`config.mk`:
```
export PLATFORM = sky130hd
export DESIGN_NAME = video_timing
export DESIGN_NICKNAME = d
export VERILOG_FILES = /design/src/verilog/vision_pkg.sv /design/src/verilog/video_timing.sv
export SDC_FILE = /design/constraint.sdc
export NUM_CORES = 1
export LEC_CHECK = 0
export BUFFER_PORTS_ARGS = -buffer_cell sky130_fd_sc_hd__buf_2
export CORE_MARGIN = 4
export CORE_UTILIZATION = 43
export DETAILED_ROUTE_END_ITERATION = 10
export PLACE_DENSITY_LB_ADDON = 0.15
export SETUP_SLACK_MARGIN = 0.3
export SLEW_MARGIN = 20
export SYNTH_ARGS = -nofsm -noshare
export SYNTH_HDL_FRONTEND = slang
export SYNTH_SLANG_ARGS = --single-unit
```
`constraint.sdc`:
```
create_clock -name clk_65mhz -period 2.6 [get_ports clk_65mhz]
set_clock_uncertainty 0.15 [all_clocks]
set_input_delay 0.65 -clock clk_65mhz [delete_from_list [all_inputs] [get_ports clk_65mhz]]
set_output_delay 0.65 -clock clk_65mhz [all_outputs]
set_load 0.05 [all_outputs]
```
`src/verilog/vision_pkg.sv`:
```
package vision_pkg;

   //////////////////////////////////////////////////
   // camera side

   typedef struct packed {
      logic       pclk;                 // pixel clock returned by the camera
      logic       vsync;
      logic       href;                 // line valid
      logic [7:0] data;
   } cam_bus_t;

   typedef struct packed {
      logic [4:0] r;
      logic [5:0] g;
      logic [4:0] b;
   } rgb565_t;

   typedef struct packed {
      logic [3:0] r;
      logic [3:0] g;
      logic [3:0] b;
   } rgb444_t;

   //////////////////////////////////////////////////
   // display side

   typedef struct packed {
      logic [10:0] hcount;              // pixel on current line
      logic [9:0]  vcount;              // line number
      logic        hsync;               // active high in here
      logic        vsync;
      logic        blank;
   } video_timing_t;

   typedef enum logic [2:0] {
      FILTER_PASS,
      FILTER_DIFF,
      FILTER_RED,
      FILTER_GREEN,
      FILTER_BLUE
   } filter_mode_e;

   typedef enum logic [1:0] {
      DISP_CAMERA  = 2'b00,
      DISP_OUTLINE = 2'b01,
      DISP_BARS    = 2'b10              // 11 falls back to camera
   } display_mode_e;

   typedef struct packed {
      display_mode_e disp_mode;
      logic          zoom;              // 2x pixel doubling
      logic          diff_en;
      logic          red_en;
      logic          green_en;
      logic          blue_en;
   } mode_switches_t;

   localparam logic [3:0] key_threshold = 4'd8;  // mid scale on 4-bit channel

endpackage

```
`src/verilog/video_timing.sv`:
```
`timescale 1ns/10ps

module video_timing import vision_pkg::*; #(
   parameter int DISPLAY_WIDTH  = 1024,
   parameter int DISPLAY_HEIGHT = 768,
   parameter int H_FP           = 24,
   parameter int H_SYNC_PULSE   = 136,
   parameter int H_BP           = 160,
   parameter int V_FP           = 3,
   parameter int V_SYNC_PULSE   = 6,
   parameter int V_BP           = 29
) (
   input  logic          clk_65mhz,
   input  logic          reset_in,
   output video_timing_t timing         // all fields registered
);

   localparam int H_TOTAL = DISPLAY_WIDTH + H_FP + H_SYNC_PULSE + H_BP;
   localparam int V_TOTAL = DISPLAY_HEIGHT + V_FP + V_SYNC_PULSE + V_BP;

   logic hblank, vblank;
   logic hblankon, hsyncon, hsyncoff, hreset;
   logic vblankon, vsyncon, vsyncoff, vreset;
   logic next_hblank, next_vblank;

   //////////////////////////////////////////////////
   // events, one cycle before the change
   assign hblankon = (timing.hcount == 11'(DISPLAY_WIDTH - 1));
   assign hsyncon  = (timing.hcount == 11'(DISPLAY_WIDTH + H_FP - 1));
   assign hsyncoff = (timing.hcount == 11'(DISPLAY_WIDTH + H_FP + H_SYNC_PULSE - 1));
   assign hreset   = (timing.hcount == 11'(H_TOTAL - 1));   // end of line

   assign vblankon = hreset & (timing.vcount == 10'(DISPLAY_HEIGHT - 1));
   assign vsyncon  = hreset & (timing.vcount == 10'(DISPLAY_HEIGHT + V_FP - 1));
   assign vsyncoff = hreset & (timing.vcount == 10'(DISPLAY_HEIGHT + V_FP + V_SYNC_PULSE - 1));
   assign vreset   = hreset & (timing.vcount == 10'(V_TOTAL - 1));

   assign next_hblank = hreset ? 1'b0 : (hblankon ? 1'b1 : hblank);
   assign next_vblank = vreset ? 1'b0 : (vblankon ? 1'b1 : vblank);

   always_ff @(posedge clk_65mhz) begin
      if (reset_in) begin
         timing <= '0;
         hblank <= 1'b0;
         vblank <= 1'b0;
      end else begin
         timing.hcount <= hreset ? 11'd0 : timing.hcount + 11'd1;
         if (hreset) timing.vcount <= vreset ? 10'd0 : timing.vcount + 10'd1;
         hblank <= next_hblank;
         vblank <= next_vblank;
         // set/clear, active high
         timing.hsync <= hsyncon ? 1'b1 : (hsyncoff ? 1'b0 : timing.hsync);
         timing.vsync <= vsyncon ? 1'b1 : (vsyncoff ? 1'b0 : timing.vsync);
         timing.blank <= next_vblank | next_hblank;
      end
   end

   a_hcount_range: assert property (@(posedge clk_65mhz) disable iff (reset_in)
      timing.hcount < 11'(H_TOTAL));

endmodule

```
# Yosys cells after proc, flatten, opt, wreduce, memory -nomap -nowiden
# Index checks and enable logic that the tools add are counted.
[word_totals] regBits=26 input_bits=2 output_inout_bits=24
[op_classes] n_addsub=2 n_reduce_logical=3 n_mux=9 n_bitwise=5 n_eq_ne=8
[op_table] operator="$eq 10x10->1 const B" count=4
[op_table] operator="$eq 11x11->1 const B" count=3
[op_table] operator="$add 11x1->11 const B" count=1
[op_table] operator="$eq 11x10->1 const B" count=1
[op_table] operator="$add 10x1->10 const B" count=1
[op_table] operator="$mux 10" count=1
[op_table] operator="$mux 1" count=8
[op_table] operator="$and 1x1->1" count=4
[op_table] operator="$reduce_bool 2->1" count=2
[op_table] operator="$reduce_or 2->1" count=1
[op_table] operator="$or 1x1->1" count=1

# Depth between registers and ports, before layout
# Gate-level depths: netlist (run 1).
[logic_depth] word_depth=5 depth_mapped=7

# Least setup slack after synthesis (run 1)
# No wires, ideal clock.
[synth_timing] path_type="flip-flop to flip-flop" from="register timing[13] in the netlist's numbering" to="register timing[0] in the netlist's numbering" n_path_buf=0 path_stages_with_launch=6 arrival_ns=2.161 slack_ns=0.214 setup_time_ns=0.075 synth_period_minus_slack_ns=2.386 cell_sequence="dfxtp_1 ha_1 nand3_1 or4_4 o41a_1 o22ai_2"
[synth_via] elab_chain_len=5 word_cells_on_any_way=9
[synth_rtl] item="from (decl)" line_no="video_timing.sv:15" rtl="output video_timing_t timing"
[synth_rtl] item="$eq 11x11->1" line_no="video_timing.sv:31" rtl="assign hreset = (timing.hcount == 11'(H_TOTAL - 1));"
[synth_rtl] item="$and 1x1->1" line_no="video_timing.sv:33" rtl="assign vblankon = hreset & (timing.vcount == 10'(DISPLAY_HEIGHT - 1));"
[synth_rtl] item="$mux 1 (2 in series)" line_no="video_timing.sv:39" rtl="assign next_vblank = vreset ? 1'b0 : (vblankon ? 1'b1 : vblank);"
[synth_rtl] item="$or 1x1->1 (*)" line_no="video_timing.sv:54" rtl="timing.blank <= next_vblank | next_hblank;"
# Every way passes the cells marked *; elsewhere a longest branch is shown, timed or not.
# A chain may end at the register's enable or synchronous reset.

# Worst setup path after layout (run 1)
[layout_timing] from="register timing[20] in the netlist's numbering" to="register timing[0] in the netlist's numbering"
# The elaborated chain is that of the path after synthesis.

==> results of run 1 <==
## worst min-delay path by stage
stage | slack (ps) | from | cells past startpoint | endpoint
floorplan | 280 | hblank | 2 | hblank
global placement | 290 | timing[13] | 1 | timing[13]
detailed placement | 300 | timing[13] | 1 | timing[13]
CTS | 320 | timing[13] | 1 | timing[13]
global route | 350 | timing[13] | 1 | timing[13]
finish | 320 | timing[13] | 1 | timing[13]
## cell usage after synthesis (2+ instances only)
master	instances
nor2_1	18
nand3_1	13
nand2_1	6
clkbuf_1	3
dfxtp_1	26
a21oi_1	8
xor2_1	4
nand4_1	3
or3_1	5
nor4b_1	2
inv_1	8
xnor2_1	8
ha_1	5
nor3_1	5
or4_1	2
o21ai_0	6
and3_1	3
## registers in the layout, indices dropped and copies added, names as in the netlist
signal / count
timing: 24
vblank: 1
hblank: 1
## per-stage QoR
stage	util	instances	cell area, um2
2_1_floorplan	-	144	1261
3_3_place_gp	0.5106	198	1420
3_5_place_dp	0.5106	198	1420
4_1_cts	0.5295	202	1473
5_1_grt	0.5295	202	1473
6_report	0.5295	202	1473
## routing by layer
| metal | track usage | share of wire |
|---|---|---|
| met5 | 0 | 0 |
| met4 | 0.05152 | 0.0079 |
| met3 | 0.05372 | 0.064 |
| met2 | 0.2396 | 0.47 |
| met1 | 0.1980 | 0.45 |
## power breakdown
group,internal [W],switching (W),total [W]
logic,0.0000130,0.0000341,0.0000471
clock network,0.000156,0.000119,0.000274
registers,0.000404,0.00000639,0.000411
## cell families (layout without fill, tap and decap cells)
logic type / Yosys count / after routing / share of synthesized area
XOR/XNOR: 12 / 12 / 0.08375
flip-flops: 26 / 26 / 0.4148
AND/OR/NAND/NOR: 66 / 66 / 0.2901
AO/OA/AOI/OAI: 22 / 22 / 0.1157
buffers and inverters: 13 / 40 / 0.04586
adder cells (fa/ha/maj): 5 / 5 / 0.04985
## cell usage in the layout (no fill, tap or decap), drive strengths merged
cell type,n
buf,28
dfxtp,26
nor2,18
nand3,13
inv,8
a21oi,8
xnor2,8
nand2,6
o21ai,6
nor3,5
or3,5
ha,5
xor2,4
and3,3
nand4,3
clkbuf,3
or4,3
nor4b,2
nor4bb,1
and4b,1
nand3b,1
o21bai,1
or4b,1
nand2b,1
and4,1
nand4b,1
a21bo,1
a31oi,1
a41oi,1
a41o,1
o41a,1
o22ai,1
nor4,1
a311oi,1
bufinv,1
## final cells by class
cell class | instances | area share
Timing Repair Buffer | 28 | 0.1003
Clock buffer | 3 | 0.01529
Tap cell | 31 | 0.02634
Clock inverter | 1 | 0.02039
Sequential cell | 26 | 0.3577
Inverter | 8 | 0.02039
Multi-Input combinational cell | 105 | 0.4596
==> results.json, run 1 <==
{
  "status": "completed",
  "place.gp.congestion": 0.8605,
  "ff_latch_area_um2": 526.8,
  "grt_max_degree": 16,
  "finalSetupViolCount": 0,
  "crit_fanout": 9,
  "synth.avg_cell_area_um2": 8.715,
  "clk_path_buf_depth": 2,
  "grt_pass1_vias": 1000,
  "cp-start-kind": "flip-flop",
  "via_per_inst": 5.550,
  "vdd_drop_max_v": 0.0006457,
  "setup_slack_ps": 469.1,
  "grt_setup_unrepaired": "no",
  "syn_to_final_growth_pct": 17.35,
  "regToRegStartpoint": "timing[20]",
  "grt_overflow_total": 0,
  "synth_top_cell_by_area": "dfxtp_1",
  "synthCells": 144,
  "pre_cts_slack_ps": 490.1,
  "dr.first_iter.drc_count": 48,
  "design.die.area_um2": 3847,
  "crit_buf_inv": 0,
  "core_um2": 2781,
  "wl_per_cell_um": 13.76,
  "reg2reg_to": "timing[0]",
  "period_share": 0.8196,
  "power.total_w": 0.0007324,
  "tns_ps": 0,
  "cts_tree": "built",
  "ys_types": 36,
  "rows": 19,
  "layout.nets": 179,
  "cts_buffers": 3,
  "synth_top_cell_area_share": 0.4148,
  "n_fill_cell": 274,
  "timing.fmax_ghz": 0.4693,
  "hold_viol": 0,
  "cp-endpoint": "timing[0]",
  "multiInputGateArea_um2": 676.9,
  "hold_ws_ps": 320.3,
  "worst-r2r-cell-count": 4,
  "tightest_slew_ps": 580.0,
  "die-height_um": 62.03,
  "end_kind": "flip-flop",
  "clk_root_buffer_cell": "clkbuf_4",
  "clk_latency_ps": 320,
  "io_buffers": 25,
  "regToRegSetupSlack_ps": 470,
  "drive_above_1_share": 0.2398,
  "diodes": 0,
  "p_per_area_nw_per_um2": 497.3,
  "clock-sinks": 26,
  "synth_flop_cell": "dfxtp_1",
  "grt_pass1_wl_um": 4457,
  "cts_setup_buffers": 0,
  "ys_ff_latch": 26,
  "ys_top_cells_by_area": "dfxtp_1 (41%), xnor2_1 (5.6%), nor2_1 (5.4%)",
  "min_path_type": "flip-flop to flip-flop",
  "maxCapViolCount": 0,
  "synth_edf_count": 0,
  "post_cts_resized": 0,
  "htree_levels": 1,
  "hpwl_um": 2090,
  "cp_slowest_cell": "or4b_4",
  "drc": 0,
  "ys_seq_area_frac": 0.4148,
  "syn_nets": 151,
  "yosysWarnings": 0,
  "syn_area_um2": 1255,
  "leakage_nw": 0.5707,
  "clkTransAtPathRegs_ps": 140,
  "ant_nets": 0,
  "num_vias": 1121,
  "antenna_found_initial": 0,
  "slowest_delay_ps": 560,
  "routed_wl_um": 2779,
  "path_delay_family": "simple AND/OR/NAND/NOR gates",
  "crit_required_ps": 2710,
  "path_cells": "or4b_4, or4_4, o41a_1, o22ai_2",
  "startpoint": "timing[20]",
  "crit_arrival_ps": 2240,
  "dieWidth_um": 62.03,
  "cts_hold_buffers": 0,
  "slew_headroom": 0.6079,
  "critical_path_depth": 4,
  "final-max-slew-violation-count": 0,
  "io_pins": 26,
  "start_util": 0.4512,
  "synthArstFlopShare": 0,
  "crit_type": "flip-flop to flip-flop",
  "min_period_ps": 2131,
  "grtUsageTotal": 0.1539,
  "first_pass_iters": 4
}
(Power assumes the default switching activity.)
==> run 2: changes to the inputs <==
--- a/config.mk
+++ b/config.mk
@@ -5,6 +5,7 @@
 export SDC_FILE = /design/constraint.sdc
 export NUM_CORES = 1
 export LEC_CHECK = 0
+export ABC_AREA = 1
 export BUFFER_PORTS_ARGS = -buffer_cell sky130_fd_sc_hd__buf_2
 export CORE_MARGIN = 4
 export CORE_UTILIZATION = 43
==> constraint.sdc (replaced) <==
create_clock -name clk_65mhz -period 2 [get_ports clk_65mhz]
set_clock_uncertainty 0.15 [all_clocks]
set_input_delay 0.5 -clock clk_65mhz [delete_from_list [all_inputs] [get_ports clk_65mhz]]
set_output_delay 0.5 -clock clk_65mhz [all_outputs]
set_load 0.05 [all_outputs]
==> run 2 against run 1 <==
Net effect: clock power rose by 31%; hold slack got worse by 61 ps; flip-flop and latch count did not move; global-route usage rose by 0.069 points; combinational power rose by 2%; via count rose by 17%; die area rose by 8.6%; first-iteration DRC count rose by 40%; largest power group unchanged; highest routed layer unchanged.
==> results.json, run 2 <==
{
  "grt_overflow_total": 0,
  "crit_type": "flip-flop to primary output",
  "power_frac_comb": 0.052,
  "hpwl_um": 2258,
  "tightest_slew_ps": 327.4,
  "num_vias": 1312,
  "drc": 0,
  "tns_ps": 0,
  "synth_most_common_cell": "nand2_1",
  "largest_register_ffs": 24,
  "ff_latch_area_um2": 539.3,
  "dieWidth_um": 64.65,
  "min_path_type": "input pin to flip-flop",
  "ys_seq_area_frac": 0.3772,
  "crit_buf_inv": 1,
  "via_per_inst": 4.686,
  "crit_arrival_ps": 980,
  "grt_pass1_wl_um": 5195,
  "cts_hold_buffers": 0,
  "final_common_cell": "nand2_1",
  "pwr-share-seq": 0.565,
  "synth_common_cells": "nand2_1 (52), inv_1 (35), nor2_1 (33)",
  "diodes": 0,
  "path_cells": "buf_2",
  "synth.avg_cell_area_um2": 6.667,
  "cts_tree": "built",
  "place.gp.congestion": 0.8374,
  "drive_above_1_share": 0.2373,
  "antenna_found_initial": 0,
  "grt_max_degree": 16,
  "final-max-slew-violation-count": 0,
  "swShare": 0.2114,
  "period_share": 0.8171,
  "min_period_ps": 1634,
  "path_delay_family": "flip-flops",
  "synth_flop_cell": "dfxtp_1",
  "core_um2": 3053,
  "leakage_nw": 0.8060,
  "htree_levels": 1,
  "slew_headroom": 0.7800,
  "reg_top3": "timing x24, hblank x1, vblank x1",
  "crit_required_ps": 1350,
  "intPower_w": 0.0007380,
  "n_fill_cell": 315,
  "ys_top_cells_by_area": "dfxtp_1 (38%), nand2_1 (14%), inv_1 (9.5%)",
  "end_kind": "primary output",
  "place_area_um2": 1558,
  "clk_path_buf_depth": 2,
  "final_area_um2": 1682,
  "die-height_um": 64.65,
  "io_buffers": 25,
  "crit_fanout": 4,
  "maxCapViolCount": 0,
  "layout.nets": 244,
  "ys_ff_latch": 26,
  "rows": 20,
  "io_pins": 26,
  "dr.first_iter.drc_count": 67,
  "yosysWarnings": 0,
  "cts_buffers": 3,
  "synth_edf_count": 0,
  "synthCells": 207,
  "synthArstFlopShare": 0,
  "regToRegSetupSlack_ps": 450,
  "slowest_delay_ps": 390,
  "ys_types": 20,
  "timing.fmax_ghz": 0.6119,
  "mostFrequentLayoutCells": "nand2_1 (51), inv_1 (35), nor2_1 (32)",
  "vdd_drop_max_v": 0.0002348,
  "hold_viol": 0,
  "syn_area_um2": 1380,
  "design.die.area_um2": 4180,
  "ant_nets": 0,
  "wl_per_cell_um": 10.55,
  "clk_root_buffer_cell": "clkbuf_4",
  "multiInputGateArea_um2": 726.9,
  "regMostFlops": "timing",
  "grt_pass1_vias": 1261,
  "cp_slowest_cell": "dfxtp_1",
  "p_clk_frac": 0.384,
  "status": "completed",
  "cp-start-kind": "flip-flop",
  "start_util": 0.4520,
  "routed_wl_um": 2955,
  "synth_top_cell_by_area": "dfxtp_1",
  "syn_nets": 214,
  "p_sw_w": 0.0001978,
  "first_pass_iters": 4,
  "synth_top_cell_area_share": 0.3772,
  "clock-sinks": 26,
  "finalSetupViolCount": 0,
  "grt_setup_unrepaired": "no",
  "p_per_area_nw_per_um2": 556.5,
  "grtUsageTotal": 0.1546,
  "syn_to_final_growth_pct": 21.85,
  "clkTransAtPathRegs_ps": 140,
  "clk_latency_ps": 320
}
==> run 2: timing repair <==
action	in CTS	in global routing
gates cloned	0	0
pin swaps	0	1
resized for setup	9	18
setup endpoints to repair	9	24
buffers inserted	0	1
==> run 2: worst register-to-register path, delay by kind of cell (launching register included) <==
kind / cells / cell delay [ps]
adders and majority gates: 1 / 180
and+or+nand+nor: 7 / 760
DFF: 1 / 380
==> run 2: metrics by stage <==
step	util	total power, W	cells	hold WS, ps	setup slack, ps
final	0.5508	0.0009358	280	259.4	365.9
after global routing	0.5508	0.0009792	280	232.4	302.6
after CTS	0.5348	0.0009508	279	250.0	242.0
after detailed placement	0.5102	0.0005865	275	276.2	376.6
after global placement	0.5102	0.0005866	275	263.5	403.2
after floorplan	-	0.0005765	207	330.6	301.6
==> run 2: logic make-up after synthesis <==
kind of cell | Yosys count | synth area share
buffers and inverters | 37 | 0.1097
adders and majority gates | 5 | 0.04533
AOI/OAI and AO/OA | 16 | 0.06255
xor gates and xnor gates | 3 | 0.01904
DFF | 26 | 0.3772
and+or+nand+nor | 120 | 0.3862
==> run 2: final timing paths <==
path / from / to / cells past startpoint
setup / recovery: timing[5] / timing[5] / 1
setup reg to reg: timing[13] / timing[0] / 8
hold / removal: reset_in / timing[10] / 2
hold reg to reg: timing[13] / timing[13] / 1
==> run 2: power by group through the flow <==
stage | registers [W] | logic [W] | clock network [W]
floorplan | 0.000557 | 0.0000196 | 0
global placement | 0.000539 | 0.0000472 | 0
detailed placement | 0.000540 | 0.0000465 | 0
CTS | 0.000529 | 0.0000466 | 0.000375
global route | 0.000530 | 0.0000527 | 0.000397
finish | 0.000529 | 0.0000482 | 0.000359
==> run 2: final cells by class <==
class	count	area share
repair buffers	26	0.09970
clock inverters	1	0.01786
clock buffers	3	0.01339
well taps	44	0.03274
multi-input cells	144	0.4323
inverters	36	0.08333
flip-flops and latches	26	0.3207
==> run 2: layer usage <==
metal / global-route usage / share of wire
met1: 0.1887 / 0.49
met2: 0.2706 / 0.46
met3: 0.03293 / 0.042
met4: 0.04749 / 0.0071
met5: 0 / 0
==> run 3: changes to the inputs <==
--- a/config.mk
+++ b/config.mk
@@ -5,7 +5,7 @@
 export SDC_FILE = /design/constraint.sdc
 export NUM_CORES = 1
 export LEC_CHECK = 0
-export ABC_AREA = 1
+export ABC_AREA = 0
 export BUFFER_PORTS_ARGS = -buffer_cell sky130_fd_sc_hd__buf_2
 export CORE_MARGIN = 4
 export CORE_UTILIZATION = 43
==> constraint.sdc (replaced) <==
create_clock -name clk_65mhz -period 1.7 [get_ports clk_65mhz]
set_clock_uncertainty 0.15 [all_clocks]
set_input_delay 0.425 -clock clk_65mhz [delete_from_list [all_inputs] [get_ports clk_65mhz]]
set_output_delay 0.425 -clock clk_65mhz [all_outputs]
set_load 0.05 [all_outputs]
==> run 3 against run 2 <==
Net effect: non-clock buffer count grew 75; sequential power grew 16%; via count grew 30%; register-to-register slack lost 840 ps; sequential share of layout area shrank 10 points; utilization grew 39 points; final cell count shrank 1.8%; hold slack lost 98 ps; the run now ends with negative setup slack left; die area shrank 8.0%; final area grew 56%; combinational power grew to 3.3 times the previous value.
==> results.json, run 3 (same netlist as run 1, synthesis figures left out) <==
{
  "mostFrequentLayoutCells": "buf_4 (46), buf_6 (28), buf_8 (25)",
  "cp-endpoint": "timing[9]",
  "ant_nets": 0,
  "clk_latency_ps": 350,
  "tns_ps": -4686,
  "design.die.area_um2": 3847,
  "worst-r2r-cell-count": 4,
  "routed_wl_um": 6380,
  "wl_per_cell_um": 23.20,
  "dieWidth_um": 62.03,
  "via_per_inst": 6.182,
  "cts_tree": "built",
  "io_buffers": 25,
  "timing.fmax_ghz": 0.4776,
  "start_util": 0.4512,
  "clkTransAtPathRegs_ps": 160,
  "tightest_slew_ps": 377.7,
  "grt_pass1_wl_um": 6865,
  "crit_fanout": 5,
  "grt_overflow_total": 0,
  "leakage_nw": 1.084,
  "first_pass_iters": 4,
  "setup_slack_ps": -393.8,
  "grt_setup_unrepaired": "yes",
  "min_period_ps": 2094,
  "grt_max_degree": 15,
  "crit_type": "flip-flop to flip-flop",
  "diodes": 0,
  "rows": 19,
  "cts_hold_buffers": 0,
  "dp.cells": 228,
  "finalSetupViolCount": 26,
  "place.gp.congestion": 0.7649,
  "startpoint": "timing[20]",
  "period_share": 1.232,
  "grt_pass1_vias": 1480,
  "layout.nets": 252,
  "regToRegStartpoint": "timing[20]",
  "htree_levels": 1,
  "hold_ws_ps": 161.4,
  "regToRegSetupSlack_ps": -390,
  "slew_headroom": 0.7448,
  "violations": "negative setup slack",
  "min_path_type": "input pin to flip-flop",
  "crit_required_ps": 1830,
  "die-height_um": 62.03,
  "final_common_cell": "buf_4",
  "vdd_drop_max_v": 0.0007140,
  "reg_top3": "timing x24, hblank x1, vblank x1",
  "num_vias": 1700,
  "cts_buffers": 3,
  "power.total_w": 0.001068,
  "drc": 0,
  "reg2reg_to": "timing[9]",
  "hold_viol": 0,
  "final_area_um2": 2620,
  "maxCapViolCount": 0,
  "final-max-slew-violation-count": 0,
  "place_area_um2": 1688,
  "instances_no_fill": 275,
  "clk_root_buffer_cell": "clkbuf_4",
  "dr.first_iter.drc_count": 162,
  "regMostFlops": "timing",
  "cp-start-kind": "flip-flop",
  "grtUsageTotal": 0.2444,
  "hpwl_um": 2459,
  "end_kind": "flip-flop",
  "status": "finished, violations left",
  "clk_path_buf_depth": 2,
  "largest_register_ffs": 24,
  "p_per_area_nw_per_um2": 407.5,
  "io_pins": 26,
  "clock-sinks": 26,
  "crit_arrival_ps": 2220,
  "core_um2": 2781,
  "antenna_found_initial": 0,
  "drive_above_1_share": 0.6762,
  "syn_to_final_growth_pct": 108.8
}
run 3: cell count changes in the layout (fill, tap and decap cells not counted), sizes merged, moves of 4 or more:
cell and delta:
buf +79, nand2 -50, inv -28, nor2 -18, xnor2 +8, or3 +5
clkbuf -4, nor3 -4
run 3: routing by layer:
metal	wire (um)	part of all wire	GRT usage
met2	3067	0.48	0.4127
met4	400	0.063	0.1152
met3	491	0.077	0.04132
met5	0	0	0
met1	2420	0.38	0.2999
run 3: how the worst min path moves through the flow:
stage	startpoint	to	slack [ps]	cells after the start
floorplan	hblank	hblank	280	2
global route	reset_in	timing[4]	170	2
global placement	hblank	hblank	300	2
detailed placement	hblank	hblank	310	2
CTS	reset_in	timing[4]	180	2
finish	reset_in	timing[4]	160	2
run 3: worst max-delay path, cell delays in order, from the launching register on:
cell	delay [ps]
dfxtp_4	390
or4b_4	520
or4_4	460
or3_1	360
a21oi_1	140
run 3: timing repair:
action	CTS	global route
setup buffers	20	21
gates resized for setup	128	38
pin swaps	14	26
cloned	2	0
setup endpoints to repair	48	49
run 3: where the power goes:
part           internal [W]  total, W  switching, W
combinational     0.0000772  0.000160     0.0000832
clock             0.0000868  0.000292      0.000205
sequential         0.000605  0.000616     0.0000110
run 3: final cells by class:
type                       count  area, um2
sequential                    26      578.1
clock inverter                 1      3.754
timing repair buffer         101       1061
tap                           31      38.79
inverter                       8      32.53
fill                          86      161.4
clock buffer                   3      22.52
multi-input combinational    105      883.3
run 3: stage by stage:
step | utilization | setup slack (ps)
finish | 0.9420 | -393.8
CTS | 0.8304 | -313.4
global route | 0.9420 | -468.3
global placement | 0.6068 | -299.7
detailed placement | 0.6068 | -334.0
floorplan | - | -498.7
